[config.mk]
export PLATFORM = sky130hd
export DESIGN_NAME = stripe_sink_top
export DESIGN_NICKNAME = d
export VERILOG_FILES = /design/src/hw/stripe_pkg.sv /design/src/hw/stripe_cmd_queue.sv /design/src/hw/stripe_ctrl.sv /design/src/hw/lane_fifo.sv /design/src/hw/card_row_merge.sv /design/src/hw/stripe_sink_top.sv
export SDC_FILE = /design/constraint.sdc
export NUM_CORES = 2
export LEC_CHECK = 0
export ABC_AREA = 1
export BUFFER_PORTS_ARGS = -buffer_cell sky130_fd_sc_hd__buf_2
export CAP_MARGIN = 20
export CORE_MARGIN = 4
export CORE_UTILIZATION = 65
export DETAILED_ROUTE_END_ITERATION = 12
export HOLD_SLACK_MARGIN = 0.1
export PLACE_DENSITY = 0.81
export SETUP_SLACK_MARGIN = 0.2
export SLEW_MARGIN = 20
export SYNTH_ARGS = -nofsm -noshare
export SYNTH_HDL_FRONTEND = slang
export SYNTH_SLANG_ARGS = --single-unit
[constraint.sdc]
create_clock -name aclk -period 24.3 [get_ports aclk]
set_input_delay 3.645 -clock aclk [delete_from_list [all_inputs] [get_ports aclk]]
set_output_delay 3.645 -clock aclk [all_outputs]
set_load 0.02 [all_outputs]
[src/hw/stripe_pkg.sv]
// Stripe sink package, shared widths, beat and command structs, controller states
`default_nettype none

package stripe_pkg;

  // ----------------------------------------
  // Widths
  // ----------------------------------------
  // Lane data width
  localparam int DATA_BITS = 64;
  // One keep bit per lane byte
  localparam int KEEP_BITS = DATA_BITS / 8;
  // Command length field, beats minus one
  localparam int LEN_BITS  = 12;

  // ----------------------------------------
  // Stream types
  // ----------------------------------------
  // Single lane beat, also used for user input and card row
  typedef struct packed {
    logic [DATA_BITS-1:0] data;
    logic [KEEP_BITS-1:0] keep;
    logic                 last;
  } stripe_beat_t;

  // Transfer descriptor
  typedef struct packed {
    logic [LEN_BITS-1:0] len;   // beat count minus one
    logic                last;  // tlast on final row
  } stripe_cmd_t;

  // Controller FSM
  typedef enum logic [0:0] {
    ST_IDLE   = 1'b0,
    ST_STRIPE = 1'b1
  } stripe_state_e;

endpackage

`default_nettype wire

[src/hw/stripe_cmd_queue.sv]
// Command queue, small circular FIFO of pending stripe transfer descriptors
`timescale 1ns/1ns
`default_nettype none

module stripe_cmd_queue
  import stripe_pkg::*;
#(
  parameter int DEPTH = 4
) (
  input  logic        aclk,
  input  logic        aresetn,
  input  stripe_cmd_t cmd_in,
  input  logic        cmd_in_valid,
  output logic        cmd_in_ready,
  output stripe_cmd_t cmd_out,
  output logic        cmd_out_valid,
  input  logic        cmd_out_ready
);

  localparam int PTR_BITS = (DEPTH > 1) ? $clog2(DEPTH) : 1;
  localparam int CNT_BITS = $clog2(DEPTH + 1);

  // Descriptor storage
  stripe_cmd_t         mem [DEPTH];
  logic [PTR_BITS-1:0] wr_ptr;
  logic [PTR_BITS-1:0] rd_ptr;
  logic [CNT_BITS-1:0] count;
  logic                push;
  logic                pop;

  // Wrap at DEPTH-1, depth need not be a power of two
  function automatic logic [PTR_BITS-1:0] ptr_inc(input logic [PTR_BITS-1:0] p);
    if (p == PTR_BITS'(DEPTH - 1)) begin
      return '0;
    end
    return p + 1'b1;
  endfunction

  // ----------------------------------------
  // Handshakes
  // ----------------------------------------
  assign cmd_in_ready  = (count != CNT_BITS'(DEPTH));
  assign cmd_out_valid = (count != '0);
  assign push          = cmd_in_valid && cmd_in_ready;
  assign pop           = cmd_out_valid && cmd_out_ready;

  // Head visible one cycle after push
  assign cmd_out = mem[rd_ptr];

  always_ff @(posedge aclk) begin
    if (push) begin
      mem[wr_ptr] <= cmd_in;
    end
  end

  // Pointers and occupancy
  always_ff @(posedge aclk) begin
    if (!aresetn) begin
      wr_ptr <= '0;
      rd_ptr <= '0;
      count  <= '0;
    end else begin
      if (push) begin
        wr_ptr <= ptr_inc(wr_ptr);
      end
      if (pop) begin
        rd_ptr <= ptr_inc(rd_ptr);
      end
      case ({push, pop})
        2'b10:   count <= count + 1'b1;
        2'b01:   count <= count - 1'b1;
        default: count <= count;
      endcase
    end
  end

  // Full queue without a pop stays full, so no push slipped in
  assert property (@(posedge aclk) disable iff (!aresetn)
    (count == CNT_BITS'(DEPTH)) && !pop |=> (count == CNT_BITS'(DEPTH)));

endmodule

`default_nettype wire

[src/hw/stripe_ctrl.sv]
// Stripe controller that deals user beats round-robin over lanes with padding and tlast
`timescale 1ns/1ns
`default_nettype none

module stripe_ctrl
  import stripe_pkg::*;
#(
  parameter int N_CHAN = 4
) (
  input  logic                       aclk,
  input  logic                       aresetn,
  input  stripe_cmd_t                cmd,
  input  logic                       cmd_valid,
  output logic                       cmd_ready,
  input  stripe_beat_t               user,
  input  logic                       user_valid,
  output logic                       user_ready,
  output stripe_beat_t [N_CHAN-1:0]  lane_wr,
  output logic [N_CHAN-1:0]          lane_wr_valid,
  input  logic [N_CHAN-1:0]          lane_wr_ready
);

  localparam int SEL_BITS  = (N_CHAN > 1) ? $clog2(N_CHAN) : 1;
  // Beat index to row index
  localparam int ROW_SHIFT = $clog2(N_CHAN);

  stripe_state_e        state;
  logic [LEN_BITS-1:0]  cnt;
  logic [LEN_BITS-1:0]  n_beats;
  logic                 cmd_last;
  logic [SEL_BITS-1:0]  sel;

  logic                 xfer;
  logic                 done;
  logic                 take;
  logic                 final_row;
  logic [N_CHAN-1:0]    data_lane;

  // ----------------------------------------
  // Handshakes
  // ----------------------------------------
  // Any full lane stalls the whole user stream
  assign user_ready = (state == ST_STRIPE) && (&lane_wr_ready);
  assign xfer       = user_valid && user_ready;
  assign done       = xfer && (cnt == n_beats);
  // Next command on the final beat keeps transfers back to back
  assign cmd_ready  = (state == ST_IDLE) || done;
  assign take       = cmd_valid && cmd_ready;

  // Rows restart at lane 0, so row of beat = cnt / N_CHAN
  assign final_row = (cnt >> ROW_SHIFT) == (n_beats >> ROW_SHIFT);

  // ----------------------------------------
  // FSM and counters
  // ----------------------------------------
  always_ff @(posedge aclk) begin
    if (!aresetn) begin
      state    <= ST_IDLE;
      cnt      <= '0;
      n_beats  <= '0;
      cmd_last <= 1'b0;
      sel      <= '0;
    end else if (take) begin
      state    <= ST_STRIPE;
      cnt      <= '0;
      n_beats  <= cmd.len;
      cmd_last <= cmd.last;
      sel      <= '0;
    end else if (done) begin
      state <= ST_IDLE;
      cnt   <= '0;
      sel   <= '0;
    end else if (xfer) begin
      cnt <= cnt + 1'b1;
      // Wrap after the top lane
      if (sel == SEL_BITS'(N_CHAN - 1)) begin
        sel <= '0;
      end else begin
        sel <= sel + 1'b1;
      end
    end
  end

  // ----------------------------------------
  // Lane routing
  // ----------------------------------------
  always_comb begin
    for (int i = 0; i < N_CHAN; i++) begin
      lane_wr_valid[i] = 1'b0;
      lane_wr[i].data  = '0;
      lane_wr[i].keep  = '0;
      // Whole final row tagged including earlier lanes
      lane_wr[i].last  = cmd_last && final_row;
      if (xfer && (sel == SEL_BITS'(i))) begin
        // Selected lane takes the user beat
        lane_wr_valid[i] = 1'b1;
        lane_wr[i].data  = user.data;
        lane_wr[i].keep  = user.keep;
      end else if (done && (SEL_BITS'(i) > sel)) begin
        // Keep-zero padding above the final beat
        lane_wr_valid[i] = 1'b1;
      end
    end
  end

  // Lanes carrying real data this cycle
  always_comb begin
    for (int i = 0; i < N_CHAN; i++) begin
      data_lane[i] = lane_wr_valid[i] && (|lane_wr[i].keep);
    end
  end

  // Lane select in step with the beat count, count within the length
  assert property (@(posedge aclk) disable iff (!aresetn)
    (state == ST_STRIPE) |-> (cnt <= n_beats) && (sel == SEL_BITS'(cnt % N_CHAN)));

  // Only one lane gets payload per cycle and the rest are padding
  assert property (@(posedge aclk) disable iff (!aresetn)
    $onehot0(data_lane));

endmodule

`default_nettype wire

[src/hw/lane_fifo.sv]
// Lane FIFO, per-lane beat buffer between controller and card row merge
`timescale 1ns/1ns
`default_nettype none

module lane_fifo
  import stripe_pkg::*;
#(
  // Power of two, at least 2
  parameter int DEPTH = 8
) (
  input  logic         aclk,
  input  logic         aresetn,
  input  stripe_beat_t wr,
  input  logic         wr_valid,
  output logic         wr_ready,
  output stripe_beat_t rd,
  output logic         rd_valid,
  input  logic         rd_ready
);

  localparam int ADDR_BITS = $clog2(DEPTH);

  stripe_beat_t         mem [DEPTH];
  // Extra MSB so used can reach DEPTH
  logic [ADDR_BITS:0]   wr_ptr;
  logic [ADDR_BITS:0]   rd_ptr;
  logic [ADDR_BITS:0]   used;
  logic                 wr_en;
  logic                 rd_en;

  // ----------------------------------------
  // Status
  // ----------------------------------------
  assign used     = wr_ptr - rd_ptr;
  assign wr_ready = (used != (ADDR_BITS + 1)'(DEPTH));
  assign rd_valid = (used != '0);
  assign wr_en    = wr_valid && wr_ready;
  assign rd_en    = rd_valid && rd_ready;

  // Head valid the cycle after the write
  assign rd = mem[rd_ptr[ADDR_BITS-1:0]];

  always_ff @(posedge aclk) begin
    if (wr_en) begin
      mem[wr_ptr[ADDR_BITS-1:0]] <= wr;
    end
  end

  always_ff @(posedge aclk) begin
    if (!aresetn) begin
      wr_ptr <= '0;
      rd_ptr <= '0;
    end else begin
      if (wr_en) begin
        wr_ptr <= wr_ptr + 1'b1;
      end
      if (rd_en) begin
        rd_ptr <= rd_ptr + 1'b1;
      end
    end
  end

  // Occupancy bounded, no write ever landed on a full FIFO
  assert property (@(posedge aclk) disable iff (!aresetn)
    used <= (ADDR_BITS + 1)'(DEPTH));

endmodule

`default_nettype wire

[src/hw/card_row_merge.sv]
// Card row merge, joins all lane FIFO heads into one registered wide row
`timescale 1ns/1ns
`default_nettype none

module card_row_merge
  import stripe_pkg::*;
#(
  parameter int N_CHAN = 4
) (
  input  logic                      aclk,
  input  logic                      aresetn,
  input  stripe_beat_t [N_CHAN-1:0] lane,
  input  logic [N_CHAN-1:0]         lane_valid,
  output logic [N_CHAN-1:0]         lane_ready,
  output stripe_beat_t [N_CHAN-1:0] card,
  output logic                      card_valid,
  input  logic                      card_ready
);

  logic load;

  // Full row present and output slot free or draining
  assign load       = (&lane_valid) && (!card_valid || card_ready);
  // Pop every lane together
  assign lane_ready = {N_CHAN{load}};

  // Row payload
  always_ff @(posedge aclk) begin
    if (load) begin
      card <= lane;
    end
  end

  // ----------------------------------------
  // Output valid
  // ----------------------------------------
  always_ff @(posedge aclk) begin
    if (!aresetn) begin
      card_valid <= 1'b0;
    end else if (load) begin
      card_valid <= 1'b1;
    end else if (card_ready) begin
      card_valid <= 1'b0;
    end
  end

  // Stalled row holds
  assert property (@(posedge aclk) disable iff (!aresetn)
    card_valid && !card_ready |=> card_valid && $stable(card));

endmodule

`default_nettype wire

[src/hw/stripe_sink_top.sv]
// Stripe sink top, command queue, stripe controller, lane FIFOs and card row merge
`timescale 1ns/1ns
`default_nettype none

module stripe_sink_top
  import stripe_pkg::*;
#(
  parameter int N_CHAN     = 4,
  parameter int CMD_DEPTH  = 4,
  parameter int LANE_DEPTH = 8
) (
  input  logic                      aclk,
  input  logic                      aresetn,
  input  stripe_cmd_t               cmd,
  input  logic                      cmd_valid,
  output logic                      cmd_ready,
  input  stripe_beat_t              user,
  input  logic                      user_valid,
  output logic                      user_ready,
  output stripe_beat_t [N_CHAN-1:0] card,
  output logic                      card_valid,
  input  logic                      card_ready
);

  // Queue to controller
  stripe_cmd_t               cmd_q;
  logic                      cmd_q_valid;
  logic                      cmd_q_ready;
  // Controller to lane FIFOs
  stripe_beat_t [N_CHAN-1:0] lane_wr;
  logic [N_CHAN-1:0]         lane_wr_valid;
  logic [N_CHAN-1:0]         lane_wr_ready;
  // Lane FIFOs to merge
  stripe_beat_t [N_CHAN-1:0] lane_rd;
  logic [N_CHAN-1:0]         lane_rd_valid;
  logic [N_CHAN-1:0]         lane_rd_ready;

  stripe_cmd_queue #(
    .DEPTH (CMD_DEPTH)
  ) u_cmd_queue (
    .aclk          (aclk),
    .aresetn       (aresetn),
    .cmd_in        (cmd),
    .cmd_in_valid  (cmd_valid),
    .cmd_in_ready  (cmd_ready),
    .cmd_out       (cmd_q),
    .cmd_out_valid (cmd_q_valid),
    .cmd_out_ready (cmd_q_ready)
  );

  stripe_ctrl #(
    .N_CHAN (N_CHAN)
  ) u_ctrl (
    .aclk          (aclk),
    .aresetn       (aresetn),
    .cmd           (cmd_q),
    .cmd_valid     (cmd_q_valid),
    .cmd_ready     (cmd_q_ready),
    .user          (user),
    .user_valid    (user_valid),
    .user_ready    (user_ready),
    .lane_wr       (lane_wr),
    .lane_wr_valid (lane_wr_valid),
    .lane_wr_ready (lane_wr_ready)
  );

  // ----------------------------------------
  // One FIFO per memory channel lane
  // ----------------------------------------
  for (genvar i = 0; i < N_CHAN; i++) begin : g_lane
    lane_fifo #(
      .DEPTH (LANE_DEPTH)
    ) u_lane_fifo (
      .aclk     (aclk),
      .aresetn  (aresetn),
      .wr       (lane_wr[i]),
      .wr_valid (lane_wr_valid[i]),
      .wr_ready (lane_wr_ready[i]),
      .rd       (lane_rd[i]),
      .rd_valid (lane_rd_valid[i]),
      .rd_ready (lane_rd_ready[i])
    );
  end

  card_row_merge #(
    .N_CHAN (N_CHAN)
  ) u_merge (
    .aclk       (aclk),
    .aresetn    (aresetn),
    .lane       (lane_rd),
    .lane_valid (lane_rd_valid),
    .lane_ready (lane_rd_ready),
    .card       (card),
    .card_valid (card_valid),
    .card_ready (card_ready)
  );

endmodule

`default_nettype wire

# Word-level counts from Yosys, hierarchy flattened
# Memories as Yosys holds them, arrays and structs flattened. A register that Yosys moved wholly into a read port is not among the register bits.
# Index checks and enable logic that the tools add are counted.
[word_totals]
romBits = 0
output_inout_bits = 295
latch_bits = 0
wordCells = 135
regBits = 55
ramBits = 2388
mem_count = 5
[mem_list]
columns = ["name", "depth", "word_bits", "read_ports", "rd_clocked_by_memory_dff", "wr", "line_no", "rtl"]
rows = [
  ["g_lane[0].u_lane_fifo.mem", 8, 73, 1, 1, 1, "lane_fifo.sv:23", "stripe_beat_t mem [DEPTH];"],
  ["g_lane[1].u_lane_fifo.mem", 8, 73, 1, 1, 1, "lane_fifo.sv:23", ""],
  ["g_lane[2].u_lane_fifo.mem", 8, 73, 1, 1, 1, "lane_fifo.sv:23", ""],
  ["g_lane[3].u_lane_fifo.mem", 8, 73, 1, 1, 1, "lane_fifo.sv:23", ""],
  ["u_cmd_queue.mem", 4, 13, 1, 1, 1, "stripe_cmd_queue.sv:24", "stripe_cmd_t mem [DEPTH];"],
]
[op_classes]
n_reduce_logical = 39
shift = 0
magnitude_cmp = 4
bitwise_logic = 2
n_addsub = 18
n_div = 0
mux = 38
eq_ne = 14
n_mul = 0
[ops]
columns = ["cell", "n"]
rows = [
  ["$mux W72", 4],
  ["$add A4 B1 Y4 const B", 8],
  ["$mux W1", 28],
  ["$logic_and A1 B1 Y1", 23],
  ["$ne A4 B4 Y1 const B", 4],
  ["$reduce_bool A4 Y1", 4],
  ["$sub A4 B4 Y4", 4],
  ["$add A12 B1 Y12 const B", 1],
  ["$eq A12 B12 Y1", 1],
  ["$eq A10 B10 Y1", 1],
  ["$eq A2 B2 Y1 const B", 5],
  ["$mux W2", 5],
  ["$reduce_and A4 Y1", 2],
  ["$add A2 B1 Y2 const B", 3],
  ["$pmux W3 S2", 1],
  ["$reduce_bool A2 Y1", 3],
  ["$eq A2 B1 Y1 const B", 2],
  ["$gt A1 B2 Y1 const A", 2],
  ["$gt A2 B2 Y1 const A", 2],
  ["$add A3 B1 Y3 const B", 1],
  ["$ne A3 B3 Y1 const B", 1],
  ["$reduce_bool A3 Y1", 1],
  ["$reduce_or A3 Y1", 1],
  ["$sub A3 B1 Y3 const B", 1],
  ["4 further kinds", 7],
]

# Depth between registers and ports, before layout
[logic_depth]
word_depth = 12
mapped_depth = 24
ltp_nobuf = 22

# By module
# A second synthesis with hierarchy kept.
[unflattened]
cells_unflattened = 8160
hier_area_um2 = 107506.9
[by_module_without_submodules]
columns = ["mod", "seq_area_each_um2", "instances", "area_per_inst_um2", "cells_per_inst"]
rows = [
  ["lane_fifo", 17757.0, 4, 23233.5, 1757],
  ["card_row_merge", 8788.4, 1, 8856.0, 306],
  ["stripe_ctrl", 560.5, 1, 3159.3, 631],
  ["stripe_cmd_queue", 1741.7, 1, 2557.5, 195],
]

# Worst setup path after synthesis
# OpenSTA, ideal clock, no wires.
[synth_path]
kind = "input to register"
from = "input user_valid"
to = "memory g_lane[0].u_lane_fifo.mem[1][0] in the netlist's numbering, enable pin"
required_ns = 23.616
setup_time_ns = 0.684
setup_slack_ns = 12.553
t_arrival_ns = 11.063
path_stages = 5
path_buffers = 1
path_cell_list = "nand3_1 -> nor2_4 -> inv_2 -> buf_2 -> nor4_1"
[synth_between]
elab_chain_cells = 8
elab_cells_between_ends = 9
[synth_lines]
columns = ["element", "line_no", "rtl"]
rows = [
  ["from (decl)", "stripe_sink_top.sv:18", "input logic user_valid,"],
  ["$logic_and A1 B1 Y1 (*)", "stripe_ctrl.sv:44", "assign xfer = user_valid && user_ready;"],
  ["$logic_and A1 B1 Y1", "stripe_ctrl.sv:45", "assign done = xfer && (cnt == n_beats);"],
  ["$logic_and A1 B1 Y1", "stripe_ctrl.sv:99", "end else if (done && (SEL_BITS'(i) > sel)) begin"],
  ["$mux W1", "stripe_ctrl.sv:99", ""],
  ["$mux W1 (*)", "stripe_ctrl.sv:94", "if (xfer && (sel == SEL_BITS'(i))) begin"],
  ["$logic_and A1 B1 Y1 (*)", "lane_fifo.sv:37", "assign wr_en = wr_valid && wr_ready;"],
  ["$mux W1 (*)", "lane_fifo.sv:44", "if (wr_en) begin"],
  ["$mux W1 (not written as such) (*)", "lane_fifo.sv:45", "mem[wr_ptr[ADDR_BITS-1:0]] <= wr;"],
  ["to (decl)", "lane_fifo.sv:23", ""],
]
# Mark *: on every way between the ends. The rest lies on a longest branch, timed or not.

# Worst setup path after layout
[layout_path]
from = "register g_lane[3].u_lane_fifo.rd_ptr[1]"
to = "output user_ready"
[layout_between]
elab_chain_cells = 4
[layout_lines]
columns = ["element", "line_no", "rtl"]
rows = [
  ["from (decl)", "lane_fifo.sv:26", "logic [ADDR_BITS:0] rd_ptr;"],
  ["from (signal assigned)", "lane_fifo.sv:58", "rd_ptr <= rd_ptr + 1'b1;"],
  ["$sub A4 B4 Y4", "lane_fifo.sv:34", "assign used = wr_ptr - rd_ptr;"],
  ["$ne A4 B4 Y1", "lane_fifo.sv:35", "assign wr_ready = (used != (ADDR_BITS + 1)'(DEPTH));"],
  ["$reduce_and A4 Y1", "stripe_ctrl.sv:43", "assign user_ready = (state == ST_STRIPE) && (&lane_wr_ready);"],
  ["$logic_and A1 B1 Y1", "stripe_ctrl.sv:43", ""],
  ["to (decl)", "stripe_sink_top.sv:19", "output logic user_ready,"],
]
# Every way passes these cells.

==> flow_summary_export.csv <==
group,metric,value,unit
setup_path,crit_arrival,4.43,ns
sta,min_period,8.08,ns
yosys,ys_seq_area_share,77.4,%
die,dieArea,0.169,mm²
yosys,synth_ff_type,"edfxtp_1",
yosys,yosysMostFrequentCell,"edfxtp_1",
flow_run,maxCapViolCount,0,
final_layout,final_nets,8440,
clocking,clockBufferDepth,4,
yosys,async_flop_share,0,%
setup_path,reg2reg_slack,17.47,ns
sta,max_slew_margin,15.1,%
sta,fin_crit_sh,33.3,%
sta,tns,0,ns
yosys,synthTopCellsByCount,"edfxtp_1 (2,680), nor2_1 (2,414), o21ai_0 (1,197)",
grt,antenna_found_initial,46,
sta,finalHoldViolations,0,
clocking,hold_buffers,0,
die,fp.dieH,411,µm
grt,grt_max_degree,230,
setup_path,worstPathRequired,20.65,ns
placed_design,numPortBuffers,384,
clocking,cts_htree_levels,5,
clocking,clock-sinks,2748,
min_path,hold_depth,1,
yosys,synth_area_leader_cell,"edfxtp_1",
setup_path,r2r_cells,14,
pwr,p_switching,2.28,mW
yosys,synth_area_per_cell,13.1,µm²
final_layout,area_delta_synth_final,11.9,%
drt,drt-initial-drc-count,11000,
sta,timing.fmax,124,MHz
pwr,vdd_drop_max,0.0870,mV
yosys,synth.area.top_cells,"edfxtp_1 (76%), nor2_1 (8.6%), o21ai_0 (5.7%)",
drt,drc,0,
yosys,ys_warn_count,0,
yosys,syn_area,0.106,mm²
drt,wirelength,283000,µm
pwr,leakagePower,37.9,nW
placed_design,place_inst,10200,
pwr,pwr_density_cell,86.5,mW/mm²
clocking,path_clk_slew,0.06,ns
grt,grt_usage,32.9,%
sta,rsz0062_at_grt,"false",
yosys,synth_cell_types,36,
clocking,root_buffer,"clkbuf_16",
final_layout,final-instance-count-excl-fill,10700,
min_path,hold_class,"reg -> reg",
pwr,comb_power_share,6.3,%
placed_design,place_congestion,0.849,
drt,first_pass_iters,6,
clocking,cts_resized,0,
drt,wl_per_cell,26.4,µm
die,core_area,0.161,mm²
grt,grt_overflow_total,0,
clocking,insertion_delay,0.95,ns
pwr,internal_power,7.95,mW
die,die_w,411,µm
clocking,postCtsSetupBuffers,0,
pwr,seq_power_share,53.1,%
die,ios,386,
yosys,synth_edf_count,2680,
sta,report.final.setup_viol,0,
setup_path,cp_max_fo,82,
pwr,p_clk_share,40.6,%
drt,viasPerCell,6.44,
clocking,numCtsBuffers,282,
grt,grt_pass1_wl,407000,µm
drt,dr_total_vias,69000,
die,start_util,65.6,%
yosys,netlist_instances,8061,
sta,report.final.slew_viol_count,0,
die,rows,147,
setup_path,worstSetupEndpointType,"primary output",
grt,grt_pass1_vias,66300,
drt,antenna_left,0,
placed_design,dp.final_hpwl,148000,µm
final_layout,drive_gt1_share,10.7,%
yosys,synth_top_area_share,76.1,%
status,outcome,"completed",
clocking,tritoncts,"yes",
yosys,ys_ff_latch,2748,
yosys,synth_fp_nets,8184,
setup_path,crit_type,"reg -> out",
setup_path,startpoint_type,"flip-flop",
sta,fin_skew,0.0757,ns
sta,worst-slew-pin-transition,1.27,ns
pwr,swShare,22.3,%
## kinds of logic (layout without fill, tap and decap cells)
family	count (synthesis)	after routing	share of synthesized area (%)
xor gates and xnor gates	27	27	0.224
and+or+nand+nor	2721	2721	9.84
buffers and inverters	690	1136	2.62
AOI/OAI and AO/OA	1843	1843	9.50
other	0	44	0
DFF	2748	2748	77.4
adders and majority gates	32	32	0.386
## critical path, cell delays in order, from the launching register on
cell	delay, ns
dfxtp_4	0.99
inv_4	0.60
ha_1	0.54
nand2_1	0.09
nand2_1	0.07
nand2_1	0.05
nand3b_1	0.30
inv_1	0.08
nand2_1	0.07
nand2_1	0.08
nor2_4	0.31
buf_2	0.31
## cell type report
class / instances / area (µm²)
clock inverter: 120 / 1160
multi-input combinational: 4623 / 21400
timing repair buffer: 476 / 2750
inverter: 186 / 753
clock buffer: 354 / 7530
sequential: 2748 / 81900
tap: 2160 / 2700
antenna: 44 / 110
fill: 9302 / 42900
## worst paths after layout
kind,startpoint,to
hold reg to reg,u_cmd_queue.count[0]$_SDFFE_PN0P_,u_cmd_queue.count[0]$_SDFFE_PN0P_
setup reg to reg,g_lane[3].u_lane_fifo.rd_ptr[1]$_SDFFE_PN0P_,g_lane[0].u_lane_fifo.mem[7][66]$_DFFE_PP_
setup / recovery,g_lane[3].u_lane_fifo.rd_ptr[1]$_SDFFE_PN0P_,user_ready
hold / removal,u_cmd_queue.count[0]$_SDFFE_PN0P_,u_cmd_queue.count[0]$_SDFFE_PN0P_
## cell usage in the layout, fill, tap and decap left out, types with 35 or more instances in the layout
cell / instances
inv_1: 166
nand2_1: 214
buf_2: 384
nand3_1: 54
clkbuf_16: 291
buf_4: 82
dfxtp_1: 60
edfxtp_1: 2680
a21oi_1: 35
clkinv_1: 47
clkbuf_1: 62
o21ai_0: 1197
nor2_1: 2390
o22ai_1: 292
diode_2: 44
clkinv_2: 43
a31oi_1: 292
## power groups by stage
stage / Sequential [mW] / Combinational (mW) / Clock (mW)
2_1_floorplan: 5.52 / 0.384 / 0
3_3_place_gp: 5.52 / 0.583 / 0
3_5_place_dp: 5.53 / 0.612 / 0
4_1_cts: 5.43 / 0.622 / 4.17
5_1_grt: 5.44 / 0.694 / 4.38
6_report: 5.43 / 0.641 / 4.15
## through the flow
stage | power, mW | worst slack [ns] | cell area, µm² | hold WS, ns | utilization (%)
global placement | 6.10 | 16.60 | 109000 | 0.437 | 67.8
detailed placement | 6.14 | 16.51 | 109000 | 0.447 | 67.8
floorplan | 5.91 | 12.55 | 106000 | 0.422 | -
CTS | 10.2 | 16.22 | 118000 | 0.452 | 73.2
finish | 10.2 | 16.22 | 118000 | 0.452 | 73.4
global route | 10.5 | 16.03 | 118000 | 0.488 | 73.4
## sequential cells by signal, summed over array words and instances, names as in the netlist, 3 cells and up
name                       count
u_cmd_queue.mem               52
g_lane.u_lane_fifo.mem      2336
u_merge.card                 292
g_lane.u_lane_fifo.rd_ptr     16
g_lane.u_lane_fifo.wr_ptr     16
u_ctrl.cnt                    12
u_ctrl.n_beats                12
u_cmd_queue.count              3
## routing by layer
metal | vias to the layer above | part of all wire, % | global-route usage (%)
met4 | 20 | 6.5 | 20.0
met5 | - | 0.043 | 0
met3 | 858 | 14 | 10.4
met2 | 5149 | 45 | 49.2
met1 | 33200 | 34 | 42.6
li1 | 29700 | - | -
No activity file was read; power rests on OpenSTA's default activity.
